File: src/hdl/spmv_pkg.sv
`default_nettype none

package spmv_pkg;

    // opcode word layout from low to high
    localparam int op_w = 64;
    localparam int opc_w = 4;
    // top bit of the pe field is the broadcast flag
    localparam int pe_w = 8;
    localparam int idx_w = 4;
    localparam int val_w = 48;

    localparam logic [opc_w-1:0] op_nop = 4'd0;
    localparam logic [opc_w-1:0] op_rst = 4'd1;
    localparam logic [opc_w-1:0] op_steady = 4'd2;
    localparam logic [opc_w-1:0] op_ld = 4'd3;
    localparam logic [opc_w-1:0] op_read = 4'd4;
    localparam logic [opc_w-1:0] op_return = 4'd5;

    // register indices
    localparam logic [idx_w-1:0] reg_y_addr = 4'd0;
    localparam logic [idx_w-1:0] reg_y_end = 4'd1;

    // memory request port
    localparam int addr_w = 48;
    localparam int word_w = 64;
    localparam int tag_w = 2;

    // one y entry is a 64-bit word
    localparam int y_step = 8;

    // top bit set after 32 idle cycles
    localparam int idle_w = 6;

    // data word of a store, or tag word of a load
    typedef union packed {
        logic [word_w-1:0] data;
        struct packed {
            logic [word_w-tag_w-2:0] pad;
            logic [tag_w-1:0] tag;
            logic is_x;
        } ld;
    } mem_word_u;

endpackage

`default_nettype wire
File: src/hdl/pe_cmd_if.sv
`timescale 1ns/1ps
`default_nettype none

// decoded command from the ring, read value back from the registers
interface pe_cmd_if;
    logic cmd_ld;
    logic cmd_steady;
    logic [spmv_pkg::idx_w-1:0] cmd_idx;
    logic [spmv_pkg::val_w-1:0] cmd_val;
    logic [spmv_pkg::val_w-1:0] rd_val;
    logic rd_hit;

    modport ring (
        output cmd_ld, cmd_steady, cmd_idx, cmd_val,
        input rd_val, rd_hit
    );

    modport regs (
        input cmd_ld, cmd_steady, cmd_idx, cmd_val,
        output rd_val, rd_hit
    );
endinterface

`default_nettype wire

File: src/hdl/command_ring.sv
`timescale 1ns/1ps
`default_nettype none

module command_ring #(
    parameter int pe_id = 0
) (
    input wire clk,
    input wire rst,
    input wire [spmv_pkg::op_w-1:0] op_in,
    output logic [spmv_pkg::op_w-1:0] op_out,
    input wire busy_in,
    output logic busy_out,
    input wire status,
    output logic core_rst,
    pe_cmd_if.ring cmd
);

    localparam int pe_lsb = spmv_pkg::opc_w;
    localparam int idx_lsb = pe_lsb + spmv_pkg::pe_w;
    localparam int val_lsb = idx_lsb + spmv_pkg::idx_w;
    localparam logic [spmv_pkg::pe_w-1:0] my_id = pe_id[spmv_pkg::pe_w-1:0];

    logic [spmv_pkg::op_w-1:0] op_in_r;
    logic [spmv_pkg::op_w-1:0] op_r;
    logic [spmv_pkg::opc_w-1:0] opc;
    logic [spmv_pkg::pe_w-1:0] pe_f;
    logic match;
    logic rst_cmd;
    logic rd_ret;
    logic soft_rst_0;
    logic soft_rst_1;
    logic busy_in_r;

    assign opc = op_r[pe_lsb-1:0];
    assign pe_f = op_r[idx_lsb-1:pe_lsb];
    assign cmd.cmd_idx = op_r[val_lsb-1:idx_lsb];
    assign cmd.cmd_val = op_r[spmv_pkg::op_w-1:val_lsb];

    // broadcast or our own id
    assign match = pe_f[spmv_pkg::pe_w-1]
                || (pe_f[spmv_pkg::pe_w-2:0] == my_id[spmv_pkg::pe_w-2:0]);

    always_comb begin
        cmd.cmd_ld = 1'b0;
        cmd.cmd_steady = 1'b0;
        rst_cmd = 1'b0;
        rd_ret = 1'b0;
        if (match) begin
            case (opc)
                spmv_pkg::op_ld: cmd.cmd_ld = 1'b1;
                spmv_pkg::op_steady: cmd.cmd_steady = 1'b1;
                spmv_pkg::op_rst: rst_cmd = 1'b1;
                // unknown index gives no return
                spmv_pkg::op_read: rd_ret = cmd.rd_hit;
                // nop and passing return words are only forwarded
                spmv_pkg::op_nop, spmv_pkg::op_return: ;
                default: ;
            endcase
        end
    end

    always_ff @(posedge clk) begin
        if (rst) begin
            op_in_r <= '0;
            op_r <= '0;
            op_out <= '0;
            busy_in_r <= 1'b0;
            busy_out <= 1'b0;
            soft_rst_0 <= 1'b0;
            soft_rst_1 <= 1'b0;
        end else begin
            op_in_r <= op_in;
            op_r <= op_in_r;
            // a read hit takes the slot of the word behind it
            if (rd_ret) begin
                op_out <= {cmd.rd_val, cmd.cmd_idx, my_id, spmv_pkg::op_return};
            end else begin
                op_out <= op_in_r;
            end
            busy_in_r <= busy_in;
            busy_out <= status || busy_in_r;
            soft_rst_0 <= rst_cmd;
            soft_rst_1 <= soft_rst_0;
        end
    end

    assign core_rst = rst || soft_rst_1;

endmodule

`default_nettype wire

File: src/flat_wrapper.sv
// flat-port wrapper written by rule: the top's interface ports become plain ports
module command_ring_flat 
#(
    parameter int pe_id = 0
)
  (clk, rst, op_in, op_out, busy_in, busy_out, status, core_rst, cmd_cmd_ld, cmd_cmd_steady, cmd_cmd_idx, cmd_cmd_val, cmd_rd_val, cmd_rd_hit);
  pe_cmd_if cmd_i ();
  input wire clk;
  input wire rst;
  input wire [spmv_pkg::op_w-1:0] op_in;
  output logic [spmv_pkg::op_w-1:0] op_out;
  input wire busy_in;
  output logic busy_out;
  input wire status;
  output logic core_rst;
  output wire logic [$bits(cmd_i.cmd_ld)-1:0] cmd_cmd_ld;
  output wire logic [$bits(cmd_i.cmd_steady)-1:0] cmd_cmd_steady;
  output wire logic [$bits(cmd_i.cmd_idx)-1:0] cmd_cmd_idx;
  output wire logic [$bits(cmd_i.cmd_val)-1:0] cmd_cmd_val;
  input wire logic [$bits(cmd_i.rd_val)-1:0] cmd_rd_val;
  input wire logic [$bits(cmd_i.rd_hit)-1:0] cmd_rd_hit;
  assign cmd_cmd_ld = cmd_i.cmd_ld;
  assign cmd_cmd_steady = cmd_i.cmd_steady;
  assign cmd_cmd_idx = cmd_i.cmd_idx;
  assign cmd_cmd_val = cmd_i.cmd_val;
  assign cmd_i.rd_val = cmd_rd_val;
  assign cmd_i.rd_hit = cmd_rd_hit;
  command_ring #(.pe_id(pe_id)) u_core (.clk(clk), .rst(rst), .op_in(op_in), .op_out(op_out), .busy_in(busy_in), .busy_out(busy_out), .status(status), .core_rst(core_rst), .cmd(cmd_i));
endmodule
File: config.mk
export PLATFORM = sky130hd
export DESIGN_NAME = command_ring_flat
export DESIGN_NICKNAME = d
export VERILOG_FILES = /design/src/hdl/spmv_pkg.sv /design/src/hdl/pe_cmd_if.sv /design/src/hdl/command_ring.sv /design/src/flat_wrapper.sv
export SDC_FILE = /design/constraint.sdc
export NUM_CORES = 1
export LEC_CHECK = 0
export BUFFER_PORTS_ARGS = -buffer_cell sky130_fd_sc_hd__buf_2
export CAP_MARGIN = 5
export CORE_MARGIN = 5
export CORE_UTILIZATION = 35
export DETAILED_ROUTE_END_ITERATION = 7
export HOLD_SLACK_MARGIN = 0.03
export PLACE_DENSITY = 0.57
export SYNTH_ARGS = -nofsm -noshare
export SYNTH_HDL_FRONTEND = slang
export SYNTH_SLANG_ARGS = --single-unit
File: constraint.sdc
create_clock -name clk -period 4.31 [get_ports clk]
set_input_delay 0.431 -clock clk [delete_from_list [all_inputs] [get_ports clk]]
set_output_delay 0.431 -clock clk [all_outputs]
set_load 0.1 [all_outputs]
==> run metrics <==
die span in x 145 um; Initial Utilization 35.6%; Max H-tree Level 4; initial antenna violation count 3; core area 18000 um^2; site row count 49; Synth Register Bits 196; PortBufs 236; Synth area leader dfxtp_1; # Post-CTS Setup Buffers 0; status finished clean; critical path type flop to output port; max_cap viols 0; drt wl/cell 13.9 um; final wirelength 13.3 mm; DRC violations left 0; die span in y 145 um; via count 3930; crit path DAT 2080 ps; layout overhead on the synthesized area 23.8%; # resized after CTS 0; share of cells above drive strength 1 44.6%; post-route minimum period 2510 ps; hold depth 2; Post-Syn Nets 651; Power Dens Cells 499 nW/um^2; critical path required time 3880 ps; placer congestion estimate 0.751; Overall Global Routing Usage 12.5%; CTS Buf Count 17; Worst Clk Skew 13.4 ps; Max-Slew Margin vs Limit 38.4%; fin crit share 58.3%; worst hold path class input port to flop; Syn. warnings 0; Max Buffers Root-to-Sink 2; endpoint type of the worst setup path output port; Layout fillers 1730; TritonRoute pass-1 iters 4; # setup viols final 0; GRT overflow 0; IO Pins 237; DIE AREA 21100 um^2; RSZ-0062 raised after global routing false; Final Slew Violations 0; HPWL after DPL 9.51 mm; antenna cells 0; root buf cell clkbuf_16; vias per inst 4.11; largest cells by area after synthesis dfxtp_1 61%, nor2b_1 19%, mux2_2 6.7%; Seq/Total Area, Yosys 61.3%; post-synth top area share 61.3%; Tightest Pin Transition 924 ps; first-pass GRT wire length 21.5 mm; hold violation total from the final report 0; clock net sink count 196; Post-DRT Antenna Nets 0; TritonCTS clock tree built; CP Launch Type flop; Post-Syn Area 6400 um^2; peak supply drop 261 uV; Leakage 0.00373 uW; vias in the first global route 4146; Worst-path clk slew 70 ps; 1st-iter DRT viols 86; Synth Area per Inst 12.0 um^2; maximum fanout along the worst path 3; Mapped Cells 534; largest net degree at the start of global routing 65; worst-case hold slack 210 ps; setup tns final 0 ps; R2R cell count 5; hold buffers post-CTS 0; Final #Nets 831; Cell variety after synth 18; highest clock rate 0.398 GHz; Skew-Pair Late Insertion Delay 420 ps
[final cells by class]
class                   instances  area [um^2]  area share, %
repair buffers                239         1210           15.3
clock buffers                  20          457           5.76
clock inverters                12         98.8           1.25
multi-input cells             260         1950           24.6
flip-flops and latches        196         3920           49.5
well taps                     229          287           3.62
[per-stage QoR]
| step | setup slack (ps) | utilization, % | power [uW] | instance area, um^2 | std cells |
|---|---|---|---|---|---|
| 5_1_grt | 1680 | 44.1 | 4130 | 7920 | 956 |
| 3_5_place_dp | 1990 | 41.0 | 2540 | 7370 | 924 |
| 4_1_cts | 1790 | 44.1 | 4020 | 7920 | 956 |
| 2_1_floorplan | 64.2 | - | 2440 | 6400 | 534 |
| 6_report | 1800 | 44.1 | 3950 | 7920 | 956 |
| 3_3_place_gp | 2010 | 41.0 | 2530 | 7370 | 924 |
[layer usage]
layer | routed length [um] | global-route usage, % | part of all wire (%) | up-vias
li1 | - | - | - | 1971
met1 | 5870 | 15.4 | 44 | 1761
met2 | 5950 | 19.3 | 45 | 172
met3 | 1230 | 5.71 | 9.2 | 20
met4 | 226 | 4.85 | 1.7 | 6
met5 | 34 | 0 | 0.26 | -
[worst max-delay path, cell delays in order, from the launching register on]
cell	delay, ps
dfxtp_1	310
nor4_2	260
a21oi_1	170
nor4b_1	410
buf_2	520
[cells in the final DEF (no fill, tap or decap), drive strengths merged]
cell | Yosys | routed
nor4 | 3 | 3
clkinv | 0 | 5
o21ba | 2 | 2
nor2b | 193 | 193
or2 | 1 | 1
a21oi | 1 | 1
inv | 0 | 3
nor2 | 4 | 4
and3 | 2 | 2
mux2 | 52 | 52
dfxtp | 196 | 196
clkinvlp | 0 | 4
nor4b | 1 | 1
buf | 58 | 239
clkbuf | 20 | 20
nand2 | 1 | 1
[where the power goes]
group / leakage, uW / total, uW / switching, uW / internal (uW)
registers: 0.00162 / 1920 / 21.4 / 1890
clock network: 0.000263 / 1460 / 681 / 779
logic: 0.00185 / 576 / 442 / 135
total: 0.00373 / 3950 / 1140 / 2810
[cell families (layout without fill, tap and decap cells)]
kind of cell / Yosys count / in the layout / share of synthesized area, %
buf+inv: 78 / 271 / 8.23
simple gates: 205 / 205 / 20.3
mux: 52 / 52 / 9.74
flops: 196 / 196 / 61.3
compound gates: 3 / 3 / 0.391
[worst paths after layout]
kind | from | end | slack (ps)
max | u_core.op_r[9] | cmd_cmd_steady | 1800
max reg2reg | u_core.op_r[9] | u_core.op_out[33] | 2020
min | op_in[39] | u_core.op_in_r[39] | 210
min reg2reg | u_core.soft_rst_0 | u_core.soft_rst_1 | 440
[cell usage after synthesis (all sizes together)]
master	instances
dfxtp	196
nor2b	193
buf	58
mux2	52
clkbuf	20
nor2	4
nor4	3
and3	2
o21ba	2
a21oi	1
nand2	1
nor4b	1
or2	1
[registers in the layout, indices dropped and copies added, names as in the netlist]
signal             flops
u_core.busy_out        1
u_core.op_out         64
u_core.busy_in_r       1
u_core.op_in_r        64
u_core.soft_rst_1      1
u_core.op_r           64
u_core.soft_rst_0      1
(Power assumes the default switching activity.)
