--- config.mk ---
export PLATFORM = sky130hd
export DESIGN_NAME = pe_regs_flat
export DESIGN_NICKNAME = d
export VERILOG_FILES = /design/src/hdl/spmv_pkg.sv /design/src/hdl/pe_cmd_if.sv /design/src/hdl/pe_regs.sv /design/src/flat_wrapper.sv
export SDC_FILE = /design/constraint.sdc
export NUM_CORES = 1
export LEC_CHECK = 0
export ABC_CLOCK_PERIOD_IN_PS = 3800
export BUFFER_PORTS_ARGS = -buffer_cell sky130_fd_sc_hd__buf_4
export CORE_MARGIN = 2
export CORE_UTILIZATION = 45
export CTS_BUF_LIST = sky130_fd_sc_hd__clkbuf_4 sky130_fd_sc_hd__clkbuf_8
export CTS_CLUSTER_SIZE = 28
export DETAILED_ROUTE_END_ITERATION = 6
export PLACE_DENSITY = 0.7
export SLEW_MARGIN = 20
export SYNTH_ARGS = -nofsm -noshare
export SYNTH_HDL_FRONTEND = slang
export SYNTH_SLANG_ARGS = --single-unit
--- constraint.sdc ---
create_clock -name clk -period 3.8 [get_ports clk]
set_input_delay 0.38 -clock clk [delete_from_list [all_inputs] [get_ports clk]]
set_output_delay 0.38 -clock clk [all_outputs]
set_load 0.05 [all_outputs]
--- src/hdl/spmv_pkg.sv ---
`default_nettype none

package spmv_pkg;

    // opcode word layout from low to high
    localparam int op_w = 64;
    localparam int opc_w = 4;
    // top bit of the pe field is the broadcast flag
    localparam int pe_w = 8;
    localparam int idx_w = 4;
    localparam int val_w = 48;

    localparam logic [opc_w-1:0] op_nop = 4'd0;
    localparam logic [opc_w-1:0] op_rst = 4'd1;
    localparam logic [opc_w-1:0] op_steady = 4'd2;
    localparam logic [opc_w-1:0] op_ld = 4'd3;
    localparam logic [opc_w-1:0] op_read = 4'd4;
    localparam logic [opc_w-1:0] op_return = 4'd5;

    // register indices
    localparam logic [idx_w-1:0] reg_y_addr = 4'd0;
    localparam logic [idx_w-1:0] reg_y_end = 4'd1;

    // memory request port
    localparam int addr_w = 48;
    localparam int word_w = 64;
    localparam int tag_w = 2;

    // one y entry is a 64-bit word
    localparam int y_step = 8;

    // top bit set after 32 idle cycles
    localparam int idle_w = 6;

    // data word of a store, or tag word of a load
    typedef union packed {
        logic [word_w-1:0] data;
        struct packed {
            logic [word_w-tag_w-2:0] pad;
            logic [tag_w-1:0] tag;
            logic is_x;
        } ld;
    } mem_word_u;

endpackage

`default_nettype wire
--- src/hdl/pe_cmd_if.sv ---
`timescale 1ns/1ps
`default_nettype none

// decoded command from the ring, read value back from the registers
interface pe_cmd_if;
    logic cmd_ld;
    logic cmd_steady;
    logic [spmv_pkg::idx_w-1:0] cmd_idx;
    logic [spmv_pkg::val_w-1:0] cmd_val;
    logic [spmv_pkg::val_w-1:0] rd_val;
    logic rd_hit;

    modport ring (
        output cmd_ld, cmd_steady, cmd_idx, cmd_val,
        input rd_val, rd_hit
    );

    modport regs (
        input cmd_ld, cmd_steady, cmd_idx, cmd_val,
        output rd_val, rd_hit
    );
endinterface

`default_nettype wire

--- src/hdl/pe_regs.sv ---
`timescale 1ns/1ps
`default_nettype none

module pe_regs (
    input wire clk,
    input wire core_rst,
    pe_cmd_if.regs cmd,
    input wire store_issued,
    input wire q_empty,
    output logic [spmv_pkg::addr_w-1:0] y_addr,
    output logic y_room,
    output logic status
);

    logic [spmv_pkg::addr_w-1:0] y_end;
    logic [spmv_pkg::idle_w-1:0] idle_cnt;
    logic steady;
    logic ld_y_addr;
    logic ld_y_end;

    assign ld_y_addr = cmd.cmd_ld && (cmd.cmd_idx == spmv_pkg::reg_y_addr);
    assign ld_y_end = cmd.cmd_ld && (cmd.cmd_idx == spmv_pkg::reg_y_end);

    // y window pointers
    always_ff @(posedge clk) begin
        if (core_rst) begin
            y_addr <= '0;
            y_end <= '0;
        end else begin
            // a load wins over a store in the same cycle
            if (ld_y_addr) begin
                y_addr <= cmd.cmd_val;
            end else if (store_issued) begin
                y_addr <= y_addr + spmv_pkg::addr_w'(spmv_pkg::y_step);
            end
            if (ld_y_end) begin
                y_end <= cmd.cmd_val;
            end
        end
    end

    assign y_room = (y_addr != y_end);

    // idle timeout saturates once the top bit is set
    always_ff @(posedge clk) begin
        if (core_rst) begin
            idle_cnt <= '0;
        end else if (y_room || !q_empty || cmd.cmd_steady) begin
            idle_cnt <= '0;
        end else if (!idle_cnt[spmv_pkg::idle_w-1]) begin
            idle_cnt <= idle_cnt + 1'b1;
        end
    end

    always_ff @(posedge clk) begin
        if (core_rst) begin
            steady <= 1'b0;
        end else if (cmd.cmd_steady) begin
            steady <= 1'b1;
        end else if (idle_cnt[spmv_pkg::idle_w-1]) begin
            steady <= 1'b0;
        end
    end

    assign status = steady;

    // register read, same cycle as the command
    assign cmd.rd_hit = (cmd.cmd_idx == spmv_pkg::reg_y_addr)
                     || (cmd.cmd_idx == spmv_pkg::reg_y_end);
    assign cmd.rd_val = (cmd.cmd_idx == spmv_pkg::reg_y_end) ? y_end : y_addr;

endmodule

`default_nettype wire

--- src/flat_wrapper.sv ---
// flat-port wrapper written by rule: the top's interface ports become plain ports
module pe_regs_flat 
  (clk, core_rst, store_issued, q_empty, y_addr, y_room, status, cmd_cmd_ld, cmd_cmd_steady, cmd_cmd_idx, cmd_cmd_val, cmd_rd_val, cmd_rd_hit);
  pe_cmd_if cmd_i ();
  input wire clk;
  input wire core_rst;
  input wire store_issued;
  input wire q_empty;
  output logic [spmv_pkg::addr_w-1:0] y_addr;
  output logic y_room;
  output logic status;
  input wire logic [$bits(cmd_i.cmd_ld)-1:0] cmd_cmd_ld;
  input wire logic [$bits(cmd_i.cmd_steady)-1:0] cmd_cmd_steady;
  input wire logic [$bits(cmd_i.cmd_idx)-1:0] cmd_cmd_idx;
  input wire logic [$bits(cmd_i.cmd_val)-1:0] cmd_cmd_val;
  output wire logic [$bits(cmd_i.rd_val)-1:0] cmd_rd_val;
  output wire logic [$bits(cmd_i.rd_hit)-1:0] cmd_rd_hit;
  assign cmd_i.cmd_ld = cmd_cmd_ld;
  assign cmd_i.cmd_steady = cmd_cmd_steady;
  assign cmd_i.cmd_idx = cmd_cmd_idx;
  assign cmd_i.cmd_val = cmd_cmd_val;
  assign cmd_rd_val = cmd_i.rd_val;
  assign cmd_rd_hit = cmd_i.rd_hit;
  pe_regs u_core (.clk(clk), .core_rst(core_rst), .cmd(cmd_i), .store_issued(store_issued), .q_empty(q_empty), .y_addr(y_addr), .y_room(y_room), .status(status));
endmodule
==> results.toml <==
[die]
row_count = 40
ios = 157
die_h_um = 116
start_util = 0.465
die_w_um = 116
core_sq_um = 12100
dieArea_sq_um = 13400

[routing]
routed_wl_um = 17300
vias_per_cell = 5.57
ant_nets = 0
drc = 0
first_pass_iters = 7
vias = 5489
dr.first_iter.drc_count = 447
post_drt_wl_per_cell_um = 17.6

[power]
switching_power_mw = 0.659
seq_power_share = 0.515
power.internal_mw = 1.54
pwr-share-comb = 0.154
p_per_area_nw_per_um2 = 312
cellLeakagePower_nw = 2.59
clkPwrFrac = 0.331
ir_worst_vdd_mv = 0.264
netSwitchingFraction = 0.300

[global_routing]
grt_max_degree = 92
antenna_found_initial = 0
gr-usage-met3 = 0.0439
use_met2 = 0.396
overflow = 0
grt_pass1_wl_um = 26500
use_met1 = 0.354
grt_util_all_layers = 0.253
grt_pass1_vias = 5069
busiest_layer = "met2"

[final_layout]
diodes = 0
nNetsFinal = 873
final_cell_count_no_fill = 986
drive_gt1_frac = 0.276
synthToLayoutAreaGrowth_pct = 25.2

[setup_path]
r2r_setup_slack_ns = 0.88
crit_path_end_kind = "register"
cp-start-kind = "register"
crit_required_ns = 4.07
cp.arrival_ns = 3.19
cp_max_fo = 16
worstSetupPathType = "register to register"

[synth]
synth_fp_nets = 758
yosys.cell_types.count = 36
syn_area_sq_um = 5640
yosysSeqAreaShare = 0.366
postSynthAreaPerCell_sq_um = 8.07
synth_warnings = 0
postSynthCellCount = 698
ys_ff_latch = 103

[clock_network]
cts_num_sinks = 103
cts-resized-gates = 0
cts_tree = "done"
cts_root_buffer = "clkbuf_8"
cts_buffers = 9
htree_levels = 3
clkTransAtPathRegs_ns = 0.11
cts_buffer_depth = 2
post_cts_buffers = 0
hold_buffers = 0
insertion_delay_ns = 0.37

[timing]
drv_slew = 0
finClkSkew_ns = 0.0117
relSlewSlack = 0.380
setup_viol = 0
fin_crit_ns = 2.92
fmax_mhz = 343
rsz0062_at_grt = "false"
finalHoldViolCount = 0
period_share = 0.767
tightest_slew_ns = 0.930
finalSetupTns_ns = 0

[placed_design]
hpwlAfterDp_um = 12600
port-buffer-count = 156
gp_congestion = 0.906
post-place-cells = 970

[flow_run]
drv_cap = 0

[min_path]
min_path_type = "primary input to register"

[outcome]
status = "finished, final reports clean"
[through the flow]
stage | hold slack (ns) | worst slack [ns] | cell area (sq um) | total power, mW | utilization
2_1_floorplan | 0.458 | 0.296 | 5640 | 1.36 | -
3_5_place_dp | 0.472 | 0.934 | 6860 | 1.49 | 0.566
4_1_cts | 0.220 | 0.912 | 7060 | 2.21 | 0.583
3_3_place_gp | 0.468 | 1.05 | 6860 | 1.49 | 0.566
5_1_grt | 0.225 | 0.787 | 7060 | 2.27 | 0.583
6_report | 0.227 | 0.884 | 7060 | 2.20 | 0.583
[layout make-up]
cell class | count | area [sq um]
multi-input combinational | 528 | 3310
sequential | 103 | 2060
timing repair buffer | 164 | 1240
clock buffer | 9 | 124
clock inverter | 7 | 77.6
tap | 168 | 210
inverter | 7 | 26.3
fill | 1165 | 5050
[cells by family (layout without fill, tap and decap cells)]
group / Yosys count / after routing / synth area share
mux: 44 / 44 / 0.0875
flops: 103 / 103 / 0.366
xor+xnor: 88 / 88 / 0.137
simple gates: 282 / 282 / 0.237
compound gates: 112 / 112 / 0.122
buf+inv: 67 / 187 / 0.0462
fa+ha+maj: 2 / 2 / 0.00444
[state kept, by name, summed over array words and instances, names as in the netlist]
| register | cells |
|---|---|
| u_core.idle_cnt | 6 |
| u_core.y_addr | 48 |
| u_core.y_end | 48 |
| u_core.status | 1 |
[power groups by stage]
stage / sequential, mW / combinational (mW) / clock (mW)
CTS: 1.13 / 0.339 / 0.739
global route: 1.14 / 0.356 / 0.778
global placement: 1.16 / 0.335 / 0
finish: 1.13 / 0.338 / 0.728
floorplan: 1.19 / 0.165 / 0
detailed placement: 1.16 / 0.337 / 0
[Yosys cell counts]
master | number | share of area
buf_1 | 7 | 0.0047
nand4b_1 | 1 | 0.0016
o31ai_1 | 3 | 0.0040
nand2_1 | 121 | 0.081
nor2b_1 | 2 | 0.0022
or3_1 | 7 | 0.0078
a211oi_1 | 36 | 0.048
ha_1 | 2 | 0.0044
clkbuf_1 | 48 | 0.032
or4_1 | 5 | 0.0067
buf_2 | 3 | 0.0027
a21oi_1 | 52 | 0.046
nor4_1 | 13 | 0.014
and3b_1 | 1 | 0.0016
or4_4 | 1 | 0.0020
nor2_1 | 53 | 0.035
or2_2 | 1 | 0.0011
nor3b_1 | 1 | 0.0013
mux2i_1 | 2 | 0.0036
o21ai_0 | 13 | 0.012
inv_1 | 7 | 0.0047
nand4_2 | 1 | 0.0022
nor3_1 | 14 | 0.012
dfxtp_1 | 103 | 0.37
and3_1 | 6 | 0.0067
a311oi_1 | 8 | 0.012
clkbuf_2 | 1 | 0.00089
and2_1 | 1 | 0.0011
nand4_1 | 24 | 0.027
xnor2_1 | 78 | 0.12
nand3b_1 | 2 | 0.0027
xor2_1 | 10 | 0.016
nand3_1 | 19 | 0.017
mux2_2 | 42 | 0.084
buf_4 | 1 | 0.0013
and4_1 | 9 | 0.014
[final timing paths]
check	start	to	depth (start not counted)
max	u_core.y_addr[14]	u_core.y_addr[37]	5
min	cmd_cmd_steady	u_core.status	3
max reg2reg	u_core.y_addr[14]	u_core.y_addr[37]	5
min reg2reg	u_core.y_end[2]	u_core.y_end[2]	2
[per-layer routing]
metal / vias up / wire length, um
met5: - / 0
met4: 0 / 388
met3: 22 / 1190
met2: 215 / 7990
met1: 2603 / 7750
li1: 2649 / -
[cell usage in the layout, fill, tap and decap left out, drive strengths merged, types with 14 or more instances in the layout]
master	n
dfxtp	103
nand3	19
nand2	121
a211oi	36
nand4	25
nor3	14
buf	164
a21oi	52
nor2	53
xnor2	78
mux2	42
[critical path, stage by stage (launching register included)]
cell,delay [ns]
dfxtp_1,0.50
nand4_2,0.20
or4_1,0.80
or4_4,0.60
or4_1,0.42
a311oi_1,0.29
(Power assumes the default switching activity.)
