--- src/hdl/spmv_pkg.sv ---
`default_nettype none

package spmv_pkg;

    // opcode word layout from low to high
    localparam int op_w = 64;
    localparam int opc_w = 4;
    // top bit of the pe field is the broadcast flag
    localparam int pe_w = 8;
    localparam int idx_w = 4;
    localparam int val_w = 48;

    localparam logic [opc_w-1:0] op_nop = 4'd0;
    localparam logic [opc_w-1:0] op_rst = 4'd1;
    localparam logic [opc_w-1:0] op_steady = 4'd2;
    localparam logic [opc_w-1:0] op_ld = 4'd3;
    localparam logic [opc_w-1:0] op_read = 4'd4;
    localparam logic [opc_w-1:0] op_return = 4'd5;

    // register indices
    localparam logic [idx_w-1:0] reg_y_addr = 4'd0;
    localparam logic [idx_w-1:0] reg_y_end = 4'd1;

    // memory request port
    localparam int addr_w = 48;
    localparam int word_w = 64;
    localparam int tag_w = 2;

    // one y entry is a 64-bit word
    localparam int y_step = 8;

    // top bit set after 32 idle cycles
    localparam int idle_w = 6;

    // data word of a store, or tag word of a load
    typedef union packed {
        logic [word_w-1:0] data;
        struct packed {
            logic [word_w-tag_w-2:0] pad;
            logic [tag_w-1:0] tag;
            logic is_x;
        } ld;
    } mem_word_u;

endpackage

`default_nettype wire
--- src/hdl/mem_req_if.sv ---
`timescale 1ns/1ps
`default_nettype none

// built memory requests on their way to the output queue
interface mem_req_if;
    logic push;
    logic ld;
    logic st;
    logic [spmv_pkg::addr_w-1:0] addr;
    spmv_pkg::mem_word_u d_or_tag;
    logic almost_full;

    modport arb (
        output push, ld, st, addr, d_or_tag,
        input almost_full
    );

    modport queue (
        input push, ld, st, addr, d_or_tag,
        output almost_full
    );
endinterface

`default_nettype wire

--- src/hdl/mem_req_queue.sv ---
`timescale 1ns/1ps
`default_nettype none

module mem_req_queue #(
    parameter int out_depth = 32
) (
    input wire clk,
    input wire core_rst,
    mem_req_if.queue req,
    output logic req_mem_ld,
    output logic req_mem_st,
    output logic [spmv_pkg::addr_w-1:0] req_mem_addr,
    output logic [spmv_pkg::word_w-1:0] req_mem_d_or_tag,
    input wire req_mem_stall,
    output logic q_empty
);

    // entry is {d_or_tag, addr, st, ld}
    localparam int ent_w = spmv_pkg::word_w + spmv_pkg::addr_w + 2;

    logic [ent_w-1:0] q;
    logic stall_r;
    logic pop;

    req_fifo #(.width(ent_w), .depth(out_depth), .af_count(4)) out_fifo (
        .clk(clk), .core_rst(core_rst), .push(req.push), .pop(pop),
        .d({req.d_or_tag, req.addr, req.st, req.ld}), .q(q), .empty(q_empty),
        .almost_full(req.almost_full)
    );

    assign pop = !q_empty && !stall_r;

    always_ff @(posedge clk) begin
        if (core_rst) begin
            stall_r <= 1'b0;
            req_mem_ld <= 1'b0;
            req_mem_st <= 1'b0;
        end else begin
            stall_r <= req_mem_stall;
            req_mem_ld <= pop && q[0];
            req_mem_st <= pop && q[1];
        end
    end

    always_ff @(posedge clk) begin
        req_mem_addr <= q[spmv_pkg::addr_w+1:2];
        req_mem_d_or_tag <= q[ent_w-1:spmv_pkg::addr_w+2];
    end

endmodule

`default_nettype wire

--- src/hdl/req_fifo.sv ---
`timescale 1ns/1ps
`default_nettype none

// show-ahead fifo with q valid whenever empty is low
module req_fifo #(
    parameter int width = 64,
    parameter int depth = 32,
    parameter int af_count = 8
) (
    input wire clk,
    input wire core_rst,
    input wire push,
    input wire pop,
    input wire [width-1:0] d,
    output logic [width-1:0] q,
    output logic empty,
    output logic almost_full
);

    localparam int aw = (depth > 1) ? $clog2(depth) : 1;
    localparam int cw = $clog2(depth + 1);
    localparam logic [aw-1:0] last = aw'(depth - 1);
    localparam logic [cw-1:0] af_level = cw'(depth - af_count);

    logic [width-1:0] mem [depth];
    logic [aw-1:0] wr_ptr;
    logic [aw-1:0] rd_ptr;
    logic [cw-1:0] count;
    logic full;
    logic do_push;
    logic do_pop;

    assign full = (count == cw'(depth));
    assign empty = (count == '0);
    assign almost_full = (count >= af_level);
    assign do_push = push && !full;
    assign do_pop = pop && !empty;
    assign q = mem[rd_ptr];

    always_ff @(posedge clk) begin
        if (do_push) begin
            mem[wr_ptr] <= d;
        end
    end

    always_ff @(posedge clk) begin
        if (core_rst) begin
            wr_ptr <= '0;
            rd_ptr <= '0;
            count <= '0;
        end else begin
            if (do_push) begin
                wr_ptr <= (wr_ptr == last) ? '0 : wr_ptr + 1'b1;
            end
            if (do_pop) begin
                rd_ptr <= (rd_ptr == last) ? '0 : rd_ptr + 1'b1;
            end
            case ({do_push, do_pop})
                2'b10: count <= count + 1'b1;
                2'b01: count <= count - 1'b1;
                default: ;
            endcase
        end
    end

endmodule

`default_nettype wire

--- src/flat_wrapper.sv ---
// flat-port wrapper written by rule: the top's interface ports become plain ports
module mem_req_queue_flat 
#(
    parameter int out_depth = 32
)
  (clk, core_rst, req_mem_ld, req_mem_st, req_mem_addr, req_mem_d_or_tag, req_mem_stall, q_empty, req_push, req_ld, req_st, req_addr, req_d_or_tag, req_almost_full);
  mem_req_if req_i ();
  input wire clk;
  input wire core_rst;
  output logic req_mem_ld;
  output logic req_mem_st;
  output logic [spmv_pkg::addr_w-1:0] req_mem_addr;
  output logic [spmv_pkg::word_w-1:0] req_mem_d_or_tag;
  input wire req_mem_stall;
  output logic q_empty;
  input wire logic [$bits(req_i.push)-1:0] req_push;
  input wire logic [$bits(req_i.ld)-1:0] req_ld;
  input wire logic [$bits(req_i.st)-1:0] req_st;
  input wire logic [$bits(req_i.addr)-1:0] req_addr;
  input wire logic [$bits(req_i.d_or_tag)-1:0] req_d_or_tag;
  output wire logic [$bits(req_i.almost_full)-1:0] req_almost_full;
  assign req_i.push = req_push;
  assign req_i.ld = req_ld;
  assign req_i.st = req_st;
  assign req_i.addr = req_addr;
  assign req_i.d_or_tag = req_d_or_tag;
  assign req_almost_full = req_i.almost_full;
  mem_req_queue #(.out_depth(out_depth)) u_core (.clk(clk), .core_rst(core_rst), .req(req_i), .req_mem_ld(req_mem_ld), .req_mem_st(req_mem_st), .req_mem_addr(req_mem_addr), .req_mem_d_or_tag(req_mem_d_or_tag), .req_mem_stall(req_mem_stall), .q_empty(q_empty));
endmodule
--- config.mk ---
export PLATFORM = sky130hd
export DESIGN_NAME = mem_req_queue_flat
export DESIGN_NICKNAME = d
export VERILOG_FILES = /design/src/hdl/spmv_pkg.sv /design/src/hdl/mem_req_if.sv /design/src/hdl/mem_req_queue.sv /design/src/hdl/req_fifo.sv /design/src/flat_wrapper.sv
export SDC_FILE = /design/constraint.sdc
export NUM_CORES = 2
export LEC_CHECK = 0
export BUFFER_PORTS_ARGS = -buffer_cell sky130_fd_sc_hd__buf_2
export CELL_PAD_IN_SITES_DETAIL_PLACEMENT = 0
export CELL_PAD_IN_SITES_GLOBAL_PLACEMENT = 2
export CORE_MARGIN = 2
export CORE_UTILIZATION = 50
export CTS_BUF_LIST = sky130_fd_sc_hd__clkbuf_2 sky130_fd_sc_hd__clkbuf_4 sky130_fd_sc_hd__clkbuf_8
export CTS_CLUSTER_DIAMETER = 40
export DETAILED_ROUTE_END_ITERATION = 6
export PLACE_DENSITY_LB_ADDON = 0.15
export SLEW_MARGIN = 10
export SYNTH_ARGS = -nofsm -noshare
export SYNTH_HDL_FRONTEND = slang
export SYNTH_SLANG_ARGS = --single-unit
--- constraint.sdc ---
create_clock -name clk -period 22.3 [get_ports clk]
set_input_delay 4.46 -clock clk [delete_from_list [all_inputs] [get_ports clk]]
set_output_delay 4.46 -clock clk [all_outputs]
set_load 0.01 [all_outputs]
==> impl_metrics.env <==
export IMPL_status="completed"
export IMPL_synth_edf_count=3648
export IMPL_synth_flop_cell="edfxtp_1"
export IMPL_vias=64328
export IMPL_nNetsFinal=6533
export IMPL_crit_type="in2reg"
export IMPL_cts_resized_gates=0
export IMPL_cts_sinks=3784
export IMPL_grt_pass1_vias=66626
export IMPL_syn2layout_area_growth_pct=13.1
export IMPL_ctsHtreeMaxLevel=6
export IMPL_synth_area_leader_cell="edfxtp_1"
export IMPL_drive_above_1_share=0.368
export IMPL_drt_initial_drc_count=6548
export IMPL_vias_per_cell=6.04
export IMPL_yosys_top_cells_area="edfxtp_1, mux4_2, dfxtp_1, o21ai_1, buf_2"
export IMPL_postCtsSetupBuffers=0
export IMPL_numCtsBuffers=620
export IMPL_fmax_mhz=138
export IMPL_fin_skew_ns=0.0621
export IMPL_drv_cap=0
export IMPL_hold_path_class="reg2reg"
export IMPL_route_detailed_drc=0
export IMPL_r2r_setup_slack_ns=15.68
export IMPL_slowest_delay_ns=0.69
export IMPL_p_total_uw=17500
export IMPL_rsz0062_at_grt="no"
export IMPL_core_rowCount=195
export IMPL_numPortBuffers=233
export IMPL_p_leak_uw=0.0498
export IMPL_grt_start_max_net_pins=135
export IMPL_worstPathCellList="buf_2, o41a_1, nand2_1, buf_4, nor2_4, buf_4, buf_16, buf_4"
export IMPL_cts_tree="yes"
export IMPL_power_density_nw_per_um2=109
export IMPL_syn_num_nets=5844
export IMPL_path_buf_inv=5
export IMPL_worst_ep_arrival_time_ns=7.97
export IMPL_io_pins=234
export IMPL_crit_slowest_cell="buf_4"
export IMPL_clkSlewWorstSetupHoldPaths_ns=0.06
export IMPL_max_slew_margin_rel=0.185
export IMPL_synth_distinct_cells=43
export IMPL_timing_critical_path_to="u_core.out_fifo.mem[4][71]"
export IMPL_grt_usage=0.241
export IMPL_start_util=0.502
export IMPL_crit_top_cell="buf_4"
export IMPL_crit_path_max_fanout=41
export IMPL_fp_dieW_um=536
export IMPL_slew_violations=0
export IMPL_syn_area_per_cell_um2=24.8
export IMPL_ys_ff_latch=3784
export IMPL_overflow=0
export IMPL_grt_pass1_wl_mm=492
export IMPL_critical_path_top_delay_family="buffers and inverters"
export IMPL_critPathLaunch="req_push"
export IMPL_drt_total_wl_mm=345
export IMPL_place_hpwl_mm=177
export IMPL_ant_nets=0
export IMPL_hold_viol=0
export IMPL_worstSetupEndpointType="flop"
export IMPL_r2r_end="u_core.req_mem_d_or_tag[14]"
export IMPL_syn_inst=5716
export IMPL_core_area_um2=282000
export IMPL_fp_dieH_um=536
export IMPL_setup_viol=0
export IMPL_critPathLaunchType="primary input"
export IMPL_tns_ns=0
export IMPL_ctsHoldBuffers=0
export IMPL_root_buffer="clkbuf_8"
export IMPL_required_ns=23.02
export IMPL_synth_warnings=0
export IMPL_async_flop_share=0
export IMPL_final_cell_mix="edfxtp_1, mux4_2, clkbuf_8"
export IMPL_gp_congestion=0.752
export IMPL_syn_area_um2=142000
export IMPL_synthDominantCellAreaShare=0.774
export IMPL_fin_util=0.568
export IMPL_clock_latency_ns=1.15
export IMPL_min_period_over_period=0.325
export IMPL_tightest_slew_ns=1.22
export IMPL_drt_pass1_iterations=5
export IMPL_die_area_um2=288000
export IMPL_clk_path_buf_depth=4
export IMPL_period_minus_slack_ns=7.24
export IMPL_routedWlPerCell_um=32.4
export IMPL_peakVddDrop_uv=82.9
export IMPL_path_depth=8
export IMPL_hold_slack_ns=0.490
export IMPL_seq_area_frac_synth=0.793
export IMPL_r2r_cells=9
export IMPL_antenna_found_initial=39
export IMPL_layout_commonest_cell="edfxtp_1"
## kinds of logic after synthesis
family                   after synthesis  share of synthesized area
flip-flops                          3784                      0.793
AND/OR/NAND/NOR                      205                    0.00610
adder cells (fa/ha/maj)               10                   0.000884
multiplexers                        1150                      0.181
AO/OA/AOI/OAI                        151                    0.00568
XOR/XNOR                               4                   0.000247
buffers and inverters                412                     0.0128
## registers in the layout, indices dropped and copies added (netlist names), named ones only
signal and cells:
u_core.out_fifo.wr_ptr 5, u_core.out_fifo.rd_ptr 5, u_core.req_mem_addr 48, u_core.out_fifo.count 6, u_core.req_mem_ld 1, u_core.req_mem_d_or_tag 64, u_core.stall_r 1, u_core.req_mem_st 1
u_core.out_fifo.mem 3648
## worst min path at each step
stage	startpoint	endpoint	slack (ns)	cells past startpoint
after floorplan	u_core.out_fifo.rd_ptr[4]	flop	0.45	2
after global placement	u_core.out_fifo.rd_ptr[4]	flop	0.47	2
after detailed placement	u_core.out_fifo.rd_ptr[4]	flop	0.48	2
after CTS	u_core.out_fifo.rd_ptr[4]	flop	0.49	2
after global routing	u_core.out_fifo.rd_ptr[4]	flop	0.53	2
final	u_core.out_fifo.rd_ptr[4]	flop	0.49	2
## routing by layer
metal / vias up / track usage / part of all wire
li1: 26029 / - / -
met1: 35509 / 0.351 / 0.42
met2: 2313 / 0.390 / 0.49
met3: 459 / 0.0376 / 0.063
met4: 18 / 0.0564 / 0.018
met5: - / 0 / 0.00034
## per-stage QoR
stage          std cells  setup WS, ns  area [µm²]
4_1_cts            10646         14.87      160000
3_5_place_dp        9524         13.64      148000
3_3_place_gp        9524         13.68      148000
5_1_grt            10651         14.96      160000
2_1_floorplan       5716         12.02      142000
6_report           10658         15.06      160000
## worst min-delay path, cell delays in order (launching register included)
cell	delay (ns)
dfxtp_1	0.32
nand2_1	0.05
a21oi_1	0.07
## Yosys cell counts (all sizes together) (6+ instances only)
cell / number
nand2: 129
nor2: 42
dfxtp: 136
nand3: 7
mux4: 1134
o21ai: 120
inv: 121
edfxtp: 3648
ha: 10
clkbuf: 115
a31oi: 6
mux2i: 13
a21oi: 16
buf: 175
## layout make-up
cell class	instances	area, µm²
fill	20802	122000
sequential	3784	112000
multi-input combinational	1520	27800
clock buffer	865	10600
tap	3743	4680
timing repair buffer	357	2360
clock inverter	257	1980
inverter	122	465
antenna	10	25.0
## power breakdown
part,switching (µW),internal (µW)
logic,1660,1660
clock network,2790,3290
registers,145,7990
total,4590,12900
Note: power is estimated with default switching activity, not from simulation.
